**config.mk**
```make
export PLATFORM = sky130hd
export DESIGN_NAME = jtag_slave_top
export DESIGN_NICKNAME = d
export VERILOG_FILES = /design/src/hdl/jtag_pkg.sv /design/src/hdl/word_fifo.sv /design/src/hdl/tck_timer.sv /design/src/hdl/jtag_shift_fsm.sv /design/src/hdl/bus_regs.sv /design/src/hdl/jtag_slave_top.sv
export SDC_FILE = /design/constraint.sdc
export NUM_CORES = 1
export LEC_CHECK = 0
export BUFFER_PORTS_ARGS = -buffer_cell sky130_fd_sc_hd__buf_2
export CORE_AREA = 2 2 292 294
export DETAILED_ROUTE_END_ITERATION = 10
export DIE_AREA = 0 0 294 296
export HOLD_SLACK_MARGIN = 0.15
export PLACE_DENSITY_LB_ADDON = 0.15
export SYNTH_ARGS = -nofsm -noshare
export SYNTH_HDL_FRONTEND = slang
export SYNTH_SLANG_ARGS = --single-unit
```
**constraint.sdc**
```tcl
create_clock -name clk -period 7.3 [get_ports clk]
set_clock_uncertainty 0.15 [all_clocks]
set_input_delay 0.73 -clock clk [delete_from_list [all_inputs] [get_ports clk]]
set_output_delay 0.73 -clock clk [all_outputs]
set_load 0.02 [all_outputs]
```
**src/hdl/jtag_pkg.sv**
```systemverilog
package jtag_pkg;

    typedef logic [31:0] data_t;  // bus and shift word

    // register word offsets, base already removed
    localparam data_t ADDR_STATUS    = 32'd0;
    localparam data_t ADDR_SHIFT_OUT = 32'd1;  // read only
    localparam data_t ADDR_SHIFT_IN  = 32'd2;  // write only
    localparam data_t ADDR_CMD       = 32'd3;  // write only
    localparam data_t ADDR_SPEED     = 32'd4;
    localparam data_t ADDR_LAST      = 32'd4;

    // status register bits, the rest read as zero
    localparam int ST_OUT_CLR   = 0;
    localparam int ST_OUT_EMPTY = 1;
    localparam int ST_OUT_FULL  = 2;
    localparam int ST_IN_CLR    = 8;
    localparam int ST_IN_EMPTY  = 9;
    localparam int ST_IN_FULL   = 10;
    localparam int ST_CMD_CLR   = 16;
    localparam int ST_CMD_EMPTY = 17;
    localparam int ST_CMD_FULL  = 18;
    localparam int ST_DONE      = 24;

    localparam logic [1:0] RESP_OKAY   = 2'd0;
    localparam logic [1:0] RESP_SLVERR = 2'd2;

    localparam logic [3:0] CMD_IDLE  = 4'd0;  // tck periods, tms and tdi low
    localparam logic [3:0] CMD_TMS   = 4'd1;  // bits on tms
    localparam logic [3:0] CMD_SHIFT = 4'd2;  // bits on tdi, tdo captured

    typedef struct packed {
        logic [3:0]  opcode;     // top nibble of the word
        logic [27:0] cycle_num;
    } jtag_cmd_t;

    typedef struct packed {
        data_t      data;
        logic [3:0] strb;
    } bus_w_t;

    typedef struct packed {
        data_t      data;
        logic [1:0] resp;
    } bus_r_t;

    typedef struct packed {
        logic [15:0] high_period;  // upper half of the word
        logic [15:0] low_period;
    } speed_t;

endpackage

```
**src/hdl/word_fifo.sv**
```systemverilog
`timescale 1ns/1ps

module word_fifo #(
    parameter type T     = logic [31:0],
    parameter int  DEPTH = 8
) (
    input  logic clk,
    input  logic jtag_rstn_sync,
    input  logic clear,
    input  logic push,
    input  T     push_data,
    input  logic pop,
    output T     pop_data,
    output logic full,
    output logic empty
);

    localparam int AW = $clog2(DEPTH);

    T           mem [DEPTH];
    logic [AW:0] wr_ptr;  // msb is the wrap bit
    logic [AW:0] rd_ptr;
    logic        do_push;
    logic        do_pop;

    assign do_push = push && !full;
    assign do_pop  = pop && !empty;

    always_ff @(posedge clk or negedge jtag_rstn_sync) begin
        if (!jtag_rstn_sync) begin
            wr_ptr <= '0;
            rd_ptr <= '0;
        end else if (clear) begin
            wr_ptr <= '0;
            rd_ptr <= '0;
        end else begin
            if (do_push) wr_ptr <= wr_ptr + 1'b1;
            if (do_pop)  rd_ptr <= rd_ptr + 1'b1;
        end
    end

    always_ff @(posedge clk) begin
        if (do_push && !clear) begin
            mem[wr_ptr[AW-1:0]] <= push_data;
        end
    end

    assign pop_data = mem[rd_ptr[AW-1:0]];  // head word, no read latency
    assign empty    = (wr_ptr == rd_ptr);
    assign full     = (wr_ptr[AW] != rd_ptr[AW]) && (wr_ptr[AW-1:0] == rd_ptr[AW-1:0]);

endmodule

```
**src/hdl/tck_timer.sv**
```systemverilog
`timescale 1ns/1ps

module tck_timer (
    input  logic             clk,
    input  logic             jtag_rstn_sync,
    input  logic             run,
    input  jtag_pkg::speed_t speed,
    output logic             tck,
    output logic             fall_tick,
    output logic             rise_tick
);

    logic        active;     // inside a tck period
    logic [15:0] cnt;        // cycles left in this phase
    logic [15:0] low_load;
    logic [15:0] high_load;
    logic        phase_end;

    // a period of 0 behaves as 1
    assign low_load  = (speed.low_period == '0) ? '0 : speed.low_period - 16'd1;
    assign high_load = (speed.high_period == '0) ? '0 : speed.high_period - 16'd1;

    assign phase_end = active && (cnt == '0);
    assign rise_tick = phase_end && !tck;
    assign fall_tick = run && (!active || (phase_end && tck));

    always_ff @(posedge clk or negedge jtag_rstn_sync) begin
        if (!jtag_rstn_sync) begin
            tck    <= 1'b0;
            active <= 1'b0;
            cnt    <= '0;
        end else if (fall_tick) begin
            tck    <= 1'b0;
            active <= 1'b1;
            cnt    <= low_load;
        end else if (rise_tick) begin
            tck <= 1'b1;
            cnt <= high_load;
        end else if (phase_end) begin
            tck    <= 1'b0;  // high phase over with run low, rest
            active <= 1'b0;
        end else if (active) begin
            cnt <= cnt - 16'd1;
        end
    end

endmodule

```
**src/hdl/jtag_shift_fsm.sv**
```systemverilog
`timescale 1ns/1ps

module jtag_shift_fsm (
    input  logic                clk,
    input  logic                jtag_rstn_sync,
    input  jtag_pkg::jtag_cmd_t cmd,
    input  logic                cmd_empty,
    input  jtag_pkg::data_t     in_word,
    input  logic                in_empty,
    input  logic                out_full,
    input  logic                tdo,
    input  logic                fall_tick,
    input  logic                rise_tick,
    output logic                cmd_pop,
    output logic                in_pop,
    output logic                out_push,
    output jtag_pkg::data_t     out_word,
    output logic                run,
    output logic                tms,
    output logic                tdi,
    output logic                engine_idle
);

    import jtag_pkg::*;

    typedef enum logic [2:0] {IDLE, LOAD, WAIT_DATA, DRIVE, SAMPLE, FLUSH} state_t;

    state_t      state;
    logic [3:0]  op;
    logic [27:0] bits_left;  // tck periods still to run
    logic [4:0]  bit_idx;    // next bit of the input word
    logic [4:0]  out_idx;    // next free bit of out_word
    logic        uses_data;
    logic        data_ok;
    logic        cur_bit;
    logic        load_ok;
    logic        finish;

    assign uses_data = (op == CMD_TMS) || (op == CMD_SHIFT);
    assign data_ok   = !uses_data || !in_empty;
    assign cur_bit   = in_word[bit_idx];

    assign load_ok = (cmd.cycle_num != '0)
                  && ((cmd.opcode == CMD_IDLE) || (cmd.opcode == CMD_TMS)
                   || (cmd.opcode == CMD_SHIFT));

    // last period of a command, the shift case ends through FLUSH
    assign finish = ((state == SAMPLE) && rise_tick && (bits_left == '0) && (op != CMD_SHIFT))
                 || ((state == FLUSH) && !out_full && (bits_left == '0));

    // command stays at the fifo head until it has run
    assign cmd_pop  = ((state == LOAD) && !load_ok) || finish;
    assign in_pop   = ((state == DRIVE) && fall_tick && uses_data && (bit_idx == 5'd31))
                   || (finish && uses_data && (bit_idx != '0));
    assign out_push = (state == FLUSH) && !out_full;

    assign run         = (state == DRIVE) || (state == SAMPLE);
    assign engine_idle = (state == IDLE);

    always_ff @(posedge clk or negedge jtag_rstn_sync) begin
        if (!jtag_rstn_sync) begin
            state     <= IDLE;
            op        <= CMD_IDLE;
            bits_left <= '0;
            bit_idx   <= '0;
            out_idx   <= '0;
            out_word  <= '0;
            tms       <= 1'b0;
            tdi       <= 1'b0;
        end else begin
            case (state)
                IDLE: begin
                    if (!cmd_empty) state <= LOAD;
                end
                LOAD: begin
                    op        <= cmd.opcode;
                    bits_left <= cmd.cycle_num;
                    state     <= load_ok ? WAIT_DATA : IDLE;
                end
                WAIT_DATA: begin
                    if (data_ok) state <= DRIVE;  // tck rests low meanwhile
                end
                DRIVE: begin
                    if (fall_tick) begin
                        tms       <= (op == CMD_TMS) ? cur_bit
                                   : ((op == CMD_SHIFT) && (bits_left == 28'd1));
                        tdi       <= (op == CMD_SHIFT) && cur_bit;
                        bits_left <= bits_left - 28'd1;
                        if (uses_data) bit_idx <= bit_idx + 5'd1;  // wraps as word pops
                        state     <= SAMPLE;
                    end
                end
                SAMPLE: begin
                    if (rise_tick) begin
                        if (op == CMD_SHIFT) begin
                            out_word[out_idx] <= tdo;
                            out_idx           <= out_idx + 5'd1;
                        end
                        if ((op == CMD_SHIFT) && ((out_idx == 5'd31) || (bits_left == '0))) begin
                            state <= FLUSH;
                        end else if (bits_left == '0) begin
                            state <= IDLE;
                        end else begin
                            state <= data_ok ? DRIVE : WAIT_DATA;
                        end
                    end
                end
                FLUSH: begin
                    if (!out_full) begin
                        out_word <= '0;  // upper bits of a partial word stay zero
                        out_idx  <= '0;
                        if (bits_left == '0) state <= IDLE;
                        else state <= data_ok ? DRIVE : WAIT_DATA;
                    end
                end
                default: state <= IDLE;
            endcase
            if (finish) bit_idx <= '0;  // rest of the input word is dropped
        end
    end

endmodule

```
**src/hdl/bus_regs.sv**
```systemverilog
`timescale 1ns/1ps

module bus_regs #(
    parameter jtag_pkg::data_t OFFSET_ADDR = 32'h1000_0000
) (
    input  logic             clk,
    input  logic             jtag_rstn_sync,
    input  jtag_pkg::data_t  wr_addr,
    input  logic             wr_addr_valid,
    output logic             wr_addr_ready,
    input  jtag_pkg::bus_w_t wr_data,
    input  logic             wr_data_valid,
    output logic             wr_data_ready,
    output logic [1:0]       wr_resp,
    output logic             wr_resp_valid,
    input  logic             wr_resp_ready,
    input  jtag_pkg::data_t  rd_addr,
    input  logic             rd_addr_valid,
    output logic             rd_addr_ready,
    output jtag_pkg::bus_r_t rd_data,
    output logic             rd_data_valid,
    input  logic             rd_data_ready,
    input  logic             in_full,
    input  logic             in_empty,
    input  logic             cmd_full,
    input  logic             cmd_empty,
    input  logic             out_full,
    input  logic             out_empty,
    input  jtag_pkg::data_t  out_word,
    input  logic             engine_idle,
    output logic             in_push,
    output logic             cmd_push,
    output jtag_pkg::data_t  push_word,
    output logic             out_pop,
    output logic             in_clear,
    output logic             cmd_clear,
    output logic             out_clear,
    output jtag_pkg::speed_t speed
);

    import jtag_pkg::*;

    typedef enum logic [1:0] {WR_IDLE, WR_DATA, WR_RESP} wr_state_t;
    typedef enum logic {RD_IDLE, RD_DATA} rd_state_t;

    wr_state_t wr_state;
    rd_state_t rd_state;
    data_t     wr_off;
    data_t     rd_off;
    data_t     wr_idx;   // latched word offset
    data_t     rd_idx;
    logic      wr_err;   // held for the whole transfer
    logic      rd_err;
    logic      room;
    logic      wr_fire;
    logic      wr_ok;
    logic      rd_fire;
    data_t     status;

    assign wr_off = wr_addr - OFFSET_ADDR;
    assign rd_off = rd_addr - OFFSET_ADDR;

    always_ff @(posedge clk or negedge jtag_rstn_sync) begin
        if (!jtag_rstn_sync) begin
            wr_state <= WR_IDLE;
            wr_idx   <= '0;
            wr_err   <= 1'b0;
        end else begin
            case (wr_state)
                WR_IDLE: begin
                    if (wr_addr_valid) begin
                        wr_idx   <= wr_off;
                        wr_err   <= (wr_off > ADDR_LAST) || (wr_off == ADDR_SHIFT_OUT);
                        wr_state <= WR_DATA;
                    end
                end
                WR_DATA: begin
                    if (wr_fire) wr_state <= WR_RESP;
                end
                WR_RESP: begin
                    if (wr_resp_ready) wr_state <= WR_IDLE;
                end
                default: wr_state <= WR_IDLE;
            endcase
        end
    end

    always_comb begin
        case (wr_idx)
            ADDR_SHIFT_IN: room = !in_full;
            ADDR_CMD:      room = !cmd_full;
            default:       room = 1'b1;  // registers and errors take the beat at once
        endcase
    end

    assign wr_addr_ready = (wr_state == WR_IDLE);
    assign wr_data_ready = (wr_state == WR_DATA) && room;
    assign wr_resp_valid = (wr_state == WR_RESP);
    assign wr_resp       = wr_err ? RESP_SLVERR : RESP_OKAY;

    assign wr_fire   = wr_data_valid && wr_data_ready;
    assign wr_ok     = wr_fire && !wr_err;
    assign in_push   = wr_ok && (wr_idx == ADDR_SHIFT_IN);
    assign cmd_push  = wr_ok && (wr_idx == ADDR_CMD);
    assign push_word = wr_data.data;

    // clear bits live for one cycle only
    always_ff @(posedge clk or negedge jtag_rstn_sync) begin
        if (!jtag_rstn_sync) begin
            out_clear <= 1'b0;
            in_clear  <= 1'b0;
            cmd_clear <= 1'b0;
        end else if (wr_ok && (wr_idx == ADDR_STATUS)) begin
            out_clear <= wr_data.strb[ST_OUT_CLR / 8] && wr_data.data[ST_OUT_CLR];
            in_clear  <= wr_data.strb[ST_IN_CLR / 8] && wr_data.data[ST_IN_CLR];
            cmd_clear <= wr_data.strb[ST_CMD_CLR / 8] && wr_data.data[ST_CMD_CLR];
        end else begin
            out_clear <= 1'b0;
            in_clear  <= 1'b0;
            cmd_clear <= 1'b0;
        end
    end

    always_ff @(posedge clk or negedge jtag_rstn_sync) begin
        if (!jtag_rstn_sync) begin
            speed <= '{high_period: 16'd1, low_period: 16'd1};
        end else if (wr_ok && (wr_idx == ADDR_SPEED)) begin
            for (int b = 0; b < 4; b++) begin
                if (wr_data.strb[b]) speed[8*b +: 8] <= wr_data.data[8*b +: 8];
            end
        end
    end

    always_ff @(posedge clk or negedge jtag_rstn_sync) begin
        if (!jtag_rstn_sync) begin
            rd_state <= RD_IDLE;
            rd_idx   <= '0;
            rd_err   <= 1'b0;
        end else if (rd_state == RD_IDLE) begin
            if (rd_addr_valid) begin
                rd_idx   <= rd_off;
                rd_err   <= (rd_off > ADDR_LAST) || (rd_off == ADDR_SHIFT_IN)
                         || (rd_off == ADDR_CMD);
                rd_state <= RD_DATA;
            end
        end else if (rd_fire) begin
            rd_state <= RD_IDLE;
        end
    end

    assign rd_addr_ready = (rd_state == RD_IDLE);
    assign rd_data_valid = (rd_state == RD_DATA)
                        && ((rd_idx != ADDR_SHIFT_OUT) || !out_empty);
    assign rd_fire       = rd_data_valid && rd_data_ready;
    assign out_pop       = rd_fire && !rd_err && (rd_idx == ADDR_SHIFT_OUT);

    always_comb begin
        status               = '0;
        status[ST_OUT_CLR]   = out_clear;
        status[ST_OUT_EMPTY] = out_empty;
        status[ST_OUT_FULL]  = out_full;
        status[ST_IN_CLR]    = in_clear;
        status[ST_IN_EMPTY]  = in_empty;
        status[ST_IN_FULL]   = in_full;
        status[ST_CMD_CLR]   = cmd_clear;
        status[ST_CMD_EMPTY] = cmd_empty;
        status[ST_CMD_FULL]  = cmd_full;
        status[ST_DONE]      = cmd_empty && engine_idle;  // nothing queued or running
    end

    always_comb begin
        rd_data.resp = rd_err ? RESP_SLVERR : RESP_OKAY;
        case (rd_idx)
            ADDR_STATUS:    rd_data.data = status;
            ADDR_SHIFT_OUT: rd_data.data = out_word;
            ADDR_SPEED:     rd_data.data = speed;
            default:        rd_data.data = '1;  // every erroring read lands here
        endcase
    end

endmodule

```
**src/hdl/jtag_slave_top.sv**
```systemverilog
`timescale 1ns/1ps

module jtag_slave_top #(
    parameter jtag_pkg::data_t OFFSET_ADDR = 32'h1000_0000,
    parameter int              FIFO_DEPTH  = 8
) (
    input  logic             clk,
    input  logic             jtag_rstn_sync,
    input  logic             tdo,
    output logic             tck,
    output logic             tms,
    output logic             tdi,
    input  jtag_pkg::data_t  wr_addr,
    input  logic             wr_addr_valid,
    output logic             wr_addr_ready,
    input  jtag_pkg::bus_w_t wr_data,
    input  logic             wr_data_valid,
    output logic             wr_data_ready,
    output logic [1:0]       wr_resp,
    output logic             wr_resp_valid,
    input  logic             wr_resp_ready,
    input  jtag_pkg::data_t  rd_addr,
    input  logic             rd_addr_valid,
    output logic             rd_addr_ready,
    output jtag_pkg::bus_r_t rd_data,
    output logic             rd_data_valid,
    input  logic             rd_data_ready
);

    import jtag_pkg::*;

    data_t     push_word;  // host word for the in and cmd fifos
    data_t     in_word;
    data_t     eng_word;   // engine to out fifo
    data_t     rd_word;    // out fifo to the read mux
    jtag_cmd_t cmd;
    speed_t    speed;
    logic      in_push;
    logic      in_pop;
    logic      in_clear;
    logic      in_full;
    logic      in_empty;
    logic      cmd_push;
    logic      cmd_pop;
    logic      cmd_clear;
    logic      cmd_full;
    logic      cmd_empty;
    logic      out_push;
    logic      out_pop;
    logic      out_clear;
    logic      out_full;
    logic      out_empty;
    logic      engine_idle;
    logic      run;
    logic      fall_tick;
    logic      rise_tick;

    bus_regs #(.OFFSET_ADDR(OFFSET_ADDR)) bus_regs0 (.*, .out_word(rd_word));

    word_fifo #(.T(data_t), .DEPTH(FIFO_DEPTH)) in_fifo (
        .clk(clk), .jtag_rstn_sync(jtag_rstn_sync), .clear(in_clear),
        .push(in_push), .push_data(push_word), .pop(in_pop),
        .pop_data(in_word), .full(in_full), .empty(in_empty)
    );

    word_fifo #(.T(jtag_cmd_t), .DEPTH(FIFO_DEPTH)) cmd_fifo (
        .clk(clk), .jtag_rstn_sync(jtag_rstn_sync), .clear(cmd_clear),
        .push(cmd_push), .push_data(jtag_cmd_t'(push_word)), .pop(cmd_pop),
        .pop_data(cmd), .full(cmd_full), .empty(cmd_empty)
    );

    word_fifo #(.T(data_t), .DEPTH(FIFO_DEPTH)) out_fifo (
        .clk(clk), .jtag_rstn_sync(jtag_rstn_sync), .clear(out_clear),
        .push(out_push), .push_data(eng_word), .pop(out_pop),
        .pop_data(rd_word), .full(out_full), .empty(out_empty)
    );

    tck_timer tck_timer0 (.*);

    jtag_shift_fsm jtag_shift_fsm0 (.*, .out_word(eng_word));

endmodule

```
==> results.tsv, run 1 <==
metric	value	unit
status	finished clean	
setup-tns-final	0	ns
first_pass_iters	5	
drc	0	
yosys.area.top_type	edfxtp_1	
drt_iter0_drc	2066	
cp_max_fo	31	
setup_viol	0	
post-route-util	0.563	
synth_seq_area_share	0.690	
max-vdd-ir-drop	294	uV
cp.required	6.42	ns
hpwl	64.0	mm
die_area	0.0870	mm^2
die_x	294	um
hold_depth	2	
total_power	13.9	mW
stdcell_count	3948	
grt_usage	0.241	
clock.fmax	212	MHz
grt_pass1_wl	155	mm
vias	23800	
p_int	10.2	mW
synth_area	0.0416	mm^2
swShare	0.262	
drive_above_1_share	0.237	
cts-resized-gates	0	
syn_inst	2580	
synth_flop_cell	edfxtp_1	
yosys_warnings	0	
max-cap-violations	0	
syn_area_per_cell	16.1	um^2
coreArea	0.0842	mm^2
ctsLongestPathBuffers	3	
rsz0062_at_grt	no	
layout.nets	2907	
p_sw	3.64	mW
cp.arrival	3.84	ns
worstSetupPathType	reg2out	
power_frac_clock	0.379	
finalHoldViolCount	0	
synth_top_area_frac	0.555	
slew-limit-headroom	0.198	
routed_wl	104	mm
clkTransAtPathRegs	0.06	ns
postSynth.asyncResetShare	0.227	
worstMarginPinSlew	1.19	ns
grt_max_degree	127	
clk_latency	0.68	ns
cts_root_buf	clkbuf_16	
synth-seq-cells	993	
synth_enable_flop_cells	768	
h-tree-depth	3	
grt_pass1_vias	24100	
clock-sinks	993	
antenna_found_initial	8	
area_growth_syn_to_layout	14.1	%
ant_nets	0	
dieHeight	296	um
gp_congestion	0.892	
period_minus_slack	4.72	ns
io_pins	152	
worstSetupEndpointType	primary output	
gr-total-overflow	0	
synthTopCellsByArea	edfxtp_1, dfrtp_1, mux4_2	
placedCellCount	3721	
cts_buffers	104	
power_density	293	mW/mm^2
seqPwrFrac	0.499	
drv_slew	0	
cp-start-kind	register	
rows	107	
avgRoutedWirePerCell	26.3	um
cts_tree	yes	
hp-class	in2reg	
p_leak	16.5	nW
portBuffers	149	
ff2ff_path_depth	7	
vias_per_cell	6.03	
finalCritPeriodShare	0.647	
start_util	0.494	
combPwrFrac	0.122	
synth_cell_types	70	
-- metal layers --
layer  track usage  part of all wire  up-vias
met4        0.0717             0.027        2
met2         0.406              0.50      740
li1              -                 -    10500
met5             0           0.00014        -
met1         0.327              0.41    12500
met3        0.0381             0.058      147
-- path summary, 6_finish.rpt --
| path | start | to | slack, ns |
|---|---|---|---|
| max | in_fifo.rd_ptr[0] | wr_data_ready | 2.58 |
| min | rd_addr[12] | bus_regs0.rd_idx[12] | 0.18 |
| max reg2reg | in_fifo.rd_ptr[0] | in_fifo.mem[5][26] | 2.86 |
| min reg2reg | bus_regs0.wr_idx[13] | bus_regs0.wr_idx[13] | 0.32 |
| max in group asynchronous | jtag_rstn_sync | jtag_shift_fsm0.bits_left[23] | 5.09 |
| min in group asynchronous | jtag_rstn_sync | jtag_shift_fsm0.out_word[15] | 0.53 |
-- cell usage after synthesis, types with 4 or more instances --
cell type and n:
nor2_1 153, nor3_1 57, a31oi_1 8, or4_1 6, o22ai_1 26, and3_1 10, o22a_1 7, o21ai_0 84
nand3b_1 7, nor4b_1 4, nand3_1 21, nand2b_1 20, buf_2 15, a211oi_1 32, o221ai_1 10, or2_2 8
xnor2_1 37, edfxtp_1 768, nand4b_1 5, a22oi_1 7, nor4_1 56, or3_1 9, buf_1 27, a221o_1 4
nor2b_1 32, clkbuf_1 94, nand2_1 214, and2_1 5, ha_1 26, mux4_2 198, a21oi_1 89, o21a_1 6
buf_4 4, a22o_1 4, dfrtp_1 223, nor3b_1 5, mux2_2 78, xor2_1 34, nand4_1 23, mux2i_1 83
inv_1 34
-- power by group through the flow --
stage / sequential, mW / clock, mW / combinational, mW
after detailed placement: 7.04 / 0 / 1.67
after global routing: 6.99 / 5.59 / 1.85
after CTS: 6.93 / 5.36 / 1.69
final: 6.93 / 5.26 / 1.69
after global placement: 7.01 / 0 / 1.62
after floorplan: 6.89 / 0 / 1.19
-- cell usage in the layout, fill, tap and decap left out, types with 23 or more instances in the layout --
cell type / synthesis / routed
a211oi_1: 32 / 32
a21oi_1: 89 / 89
buf_2: 15 / 148
buf_4: 4 / 40
clkbuf_16: 0 / 105
dfrtp_1: 223 / 213
dlygate4sd3_1: 0 / 36
edfxtp_1: 768 / 768
ha_1: 26 / 26
inv_1: 34 / 34
mux2_2: 78 / 78
mux2i_1: 83 / 83
mux4_2: 198 / 198
nand2_1: 214 / 214
nand4_1: 23 / 23
nor2_1: 153 / 141
nor2b_1: 32 / 31
nor3_1: 57 / 47
nor4_1: 56 / 52
o21ai_0: 84 / 84
o22ai_1: 26 / 26
xnor2_1: 37 / 37
xor2_1: 34 / 34
-- registers in the layout (all words and copies together), names as in the netlist, 28 cells and up --
signal / cells
cmd_fifo.mem: 256
jtag_shift_fsm0.out_word: 32
bus_regs0.speed: 32
in_fifo.mem: 256
out_fifo.mem: 256
jtag_shift_fsm0.bits_left: 28
bus_regs0.rd_idx: 32
bus_regs0.wr_idx: 32
-- logic make-up (layout without fill, tap and decap cells) --
family	Yosys count	in the layout	share of synthesized area
AO/OA/AOI/OAI	311	311	0.0468
XOR/XNOR	71	71	0.0150
adder cells (fa/ha/maj)	26	26	0.00783
buffers and inverters	175	450	0.0166
flip-flops	993	993	0.690
multiplexers	359	359	0.148
other	1	4	0.0000902
AND/OR/NAND/NOR	644	644	0.0748
-- final cells by class --
class,count,area (um^2)
fillers,6487,36800
flip-flops and latches,993,28700
multi-input cells,1413,12300
clock buffers,131,2770
repair buffers,226,1440
well taps,1090,1360
clock inverters,58,657
inverters,35,131
diodes,2,5.00
-- through the flow --
stage / hold WS (ns) / worst slack, ns / cell area, um^2
3_3_place_gp: 0.311 / 2.84 / 43600
4_1_cts: 0.151 / 2.56 / 47400
6_report: 0.182 / 2.58 / 47400
3_5_place_dp: 0.314 / 2.74 / 43600
5_1_grt: 0.153 / 2.36 / 47400
2_1_floorplan: 0.284 / 1.58 / 41600
-- critical path: stages (launching register included) --
cell and delay (ns):
dfrtp_4 0.82, xor2_1 0.16, nor4_1 0.99, mux2i_1 0.25, nor4_1 0.67, nor2_1 0.09, buf_2 0.19
-- what timing repair did --
item | CTS | global route
hold buffers | 35 | 1
setup buffers | 0 | 0
endpoints found under the hold margin | 131 | 1
Power figures use the tool's default switching activity.
==> run 2: changes to the inputs <==
- clock period: 7.3 -> 4.4 ns (I/O delays scaled with it)
==> results.tsv, run 2 (synthesized netlist as in run 1, its figures left out) <==
metric	value	unit	change
status	finished clean		unchanged
period_minus_slack	4.16	ns	
layout_commonest_cell	edfxtp_1		unchanged
worstMarginPinSlew	1.14	ns	was 1.19 ns
cp-start-kind	register		unchanged
die_x	294	um	unchanged
cts_hold_buffers	106		was 35
ant_nets	0		unchanged
drv_slew	0		unchanged
cp.required	4.55	ns	was 6.42 ns
antenna_found_initial	2		was 8
die_area	0.0870	mm^2	unchanged
drc	0		unchanged
p_leak	17.1	nW	was 16.5 nW
grt_pass1_vias	24800		was 24100
first_pass_iters	6		was 5
rows	107		unchanged
cts_root_buf	clkbuf_16		unchanged
post_dp_cell_area	0.0440	mm^2	was 0.0436 mm^2
setup_viol	0		unchanged
dp_slack	0.336	ns	was 2.74 ns
cts_buffers	102		was 104
vias	24300		was 23800
dieHeight	296	um	unchanged
ctsLongestPathBuffers	3		unchanged
final_cell_mix	edfxtp_1, nand2_1, dfrtp_1, mux4_2, buf_2		unchanged
area_growth_syn_to_layout	17.0	%	was 14.1%
hp-class	in2reg		unchanged
rsz0062_at_grt	no		unchanged
finalCritPeriodShare	0.945		
start_util	0.494		unchanged
postCtsSetupBuffers	0		unchanged
fin_area	0.0486	mm^2	was 0.0474 mm^2
clock-sinks	993		unchanged
grt_usage	0.247		was 0.241
fin_ws	0.241	ns	was 2.58 ns
routed_wl	106	mm	was 104 mm
clk_latency	0.69	ns	was 0.68 ns
drt_iter0_drc	1916		was 2066
max-vdd-ir-drop	375	uV	was 294 uV
gp_congestion	0.840		was 0.892
cp.arrival	4.31	ns	was 3.84 ns
power_density	484	mW/mm^2	was 293 mW/mm^2
crit_path_cell_trace	xor2_1, nor4_1, buf_4, mux2i_1, o2111ai_1, nor3_1, nand3b_1, nor3_4, buf_4		was xor2_1, nor4_1, mux2i_1, nor4_1, nor2_1, buf_2
gr-total-overflow	0		unchanged
coreArea	0.0842	mm^2	unchanged
slew-limit-headroom	0.227		was 0.198
worstSetupEndpointType	register		was primary output
grt_pass1_wl	159	mm	was 155 mm
cts-resized-gates	0		unchanged
drive_above_1_share	0.241		was 0.237
max-cap-violations	0		unchanged
avgRoutedWirePerCell	26.1	um	was 26.3 um
io_pins	152		unchanged
cts_tree	yes		unchanged
critical-path-max-stage-delay	0.67	ns	was 0.99 ns
grt_max_degree	85		was 127
portBuffers	149		unchanged
slowest_stage	nor3_1		was nor4_1
finalHoldViolCount	0		unchanged
worst_path_most_repeated_cell	buf_4		was nor4_1
hpwl	66.2	mm	was 64.0 mm
vias_per_cell	6.00		was 6.03
worstSetupPathType	reg2reg		was reg2out
layout.nets	3005		was 2907
clock.fmax	240	MHz	
cp_max_fo	32		was 31
clkTransAtPathRegs	0.06	ns	about the same
h-tree-depth	3		unchanged
==> run 2: critical path, delay by kind of cell (launching register included) <==
family / cells / cell delay (ns)
buffers and inverters: 2 / 0.66
XOR/XNOR: 1 / 0.25
multiplexers: 1 / 0.17
flip-flops: 1 / 0.61
AO/OA/AOI/OAI: 1 / 0.33
AND/OR/NAND/NOR: 4 / 1.55
==> run 2: layout make-up <==
| class | instances | area [um^2] |
|---|---|---|
| Clock buffer | 131 | 2760 |
| Tap cell | 1090 | 1360 |
| Inverter | 35 | 131 |
| Multi-Input combinational cell | 1413 | 12400 |
| Clock inverter | 59 | 817 |
| Fill cell | 6369 | 35600 |
| Timing Repair Buffer | 326 | 2420 |
| Sequential cell | 993 | 28700 |
| Antenna cell | 1 | 2.50 |
==> run 2: worst paths after layout <==
check	from	slack, ns	depth (start not counted)	to
hold / removal	wr_data[17]	0.18	1	cmd_fifo.mem[5][13]
max in group asynchronous	jtag_rstn_sync	2.85	3	jtag_shift_fsm0.out_word[20]
min in group asynchronous	jtag_rstn_sync	0.19	2	bus_regs0.rd_idx[21]
setup / recovery	in_fifo.wr_ptr[0]	0.24	9	in_fifo.mem[4][8]
hold reg to reg	bus_regs0.wr_idx[26]	0.33	2	bus_regs0.wr_idx[26]
setup reg to reg	in_fifo.wr_ptr[0]	0.24	9	in_fifo.mem[4][8]
==> run 2: power breakdown <==
| group | leakage [nW] | switching, mW | total [mW] | internal [mW] |
|---|---|---|---|---|
| sequential | 9.84 | 0.682 | 11.5 | 10.9 |
| clock | 1.74 | 3.68 | 9.10 | 5.42 |
| combinational | 5.50 | 1.75 | 2.89 | 1.15 |
| total | 17.1 | 6.11 | 23.5 | 17.4 |
==> run 2: per-layer routing <==
| metal | share of wire | track usage | routed length [um] |
|---|---|---|---|
| met3 | 0.056 | 0.0343 | 5970 |
| met5 | 0.000076 | 0 | 8 |
| met2 | 0.50 | 0.418 | 53100 |
| met1 | 0.41 | 0.335 | 43700 |
| met4 | 0.028 | 0.0734 | 2990 |
==> run 2: per-stage QoR <==
step	setup TNS [ns]	hold WS (ns)	instances	total power, mW	util
3_3_place_gp	0	0.312	3751	14.4	0.523
6_report	0	0.178	4048	23.5	0.578
2_1_floorplan	-6.81	-0.00559	2581	13.4	-
4_1_cts	0	0.153	4047	23.7	0.578
5_1_grt	0	0.165	4047	24.5	0.578
3_5_place_dp	0	0.315	3751	14.5	0.523
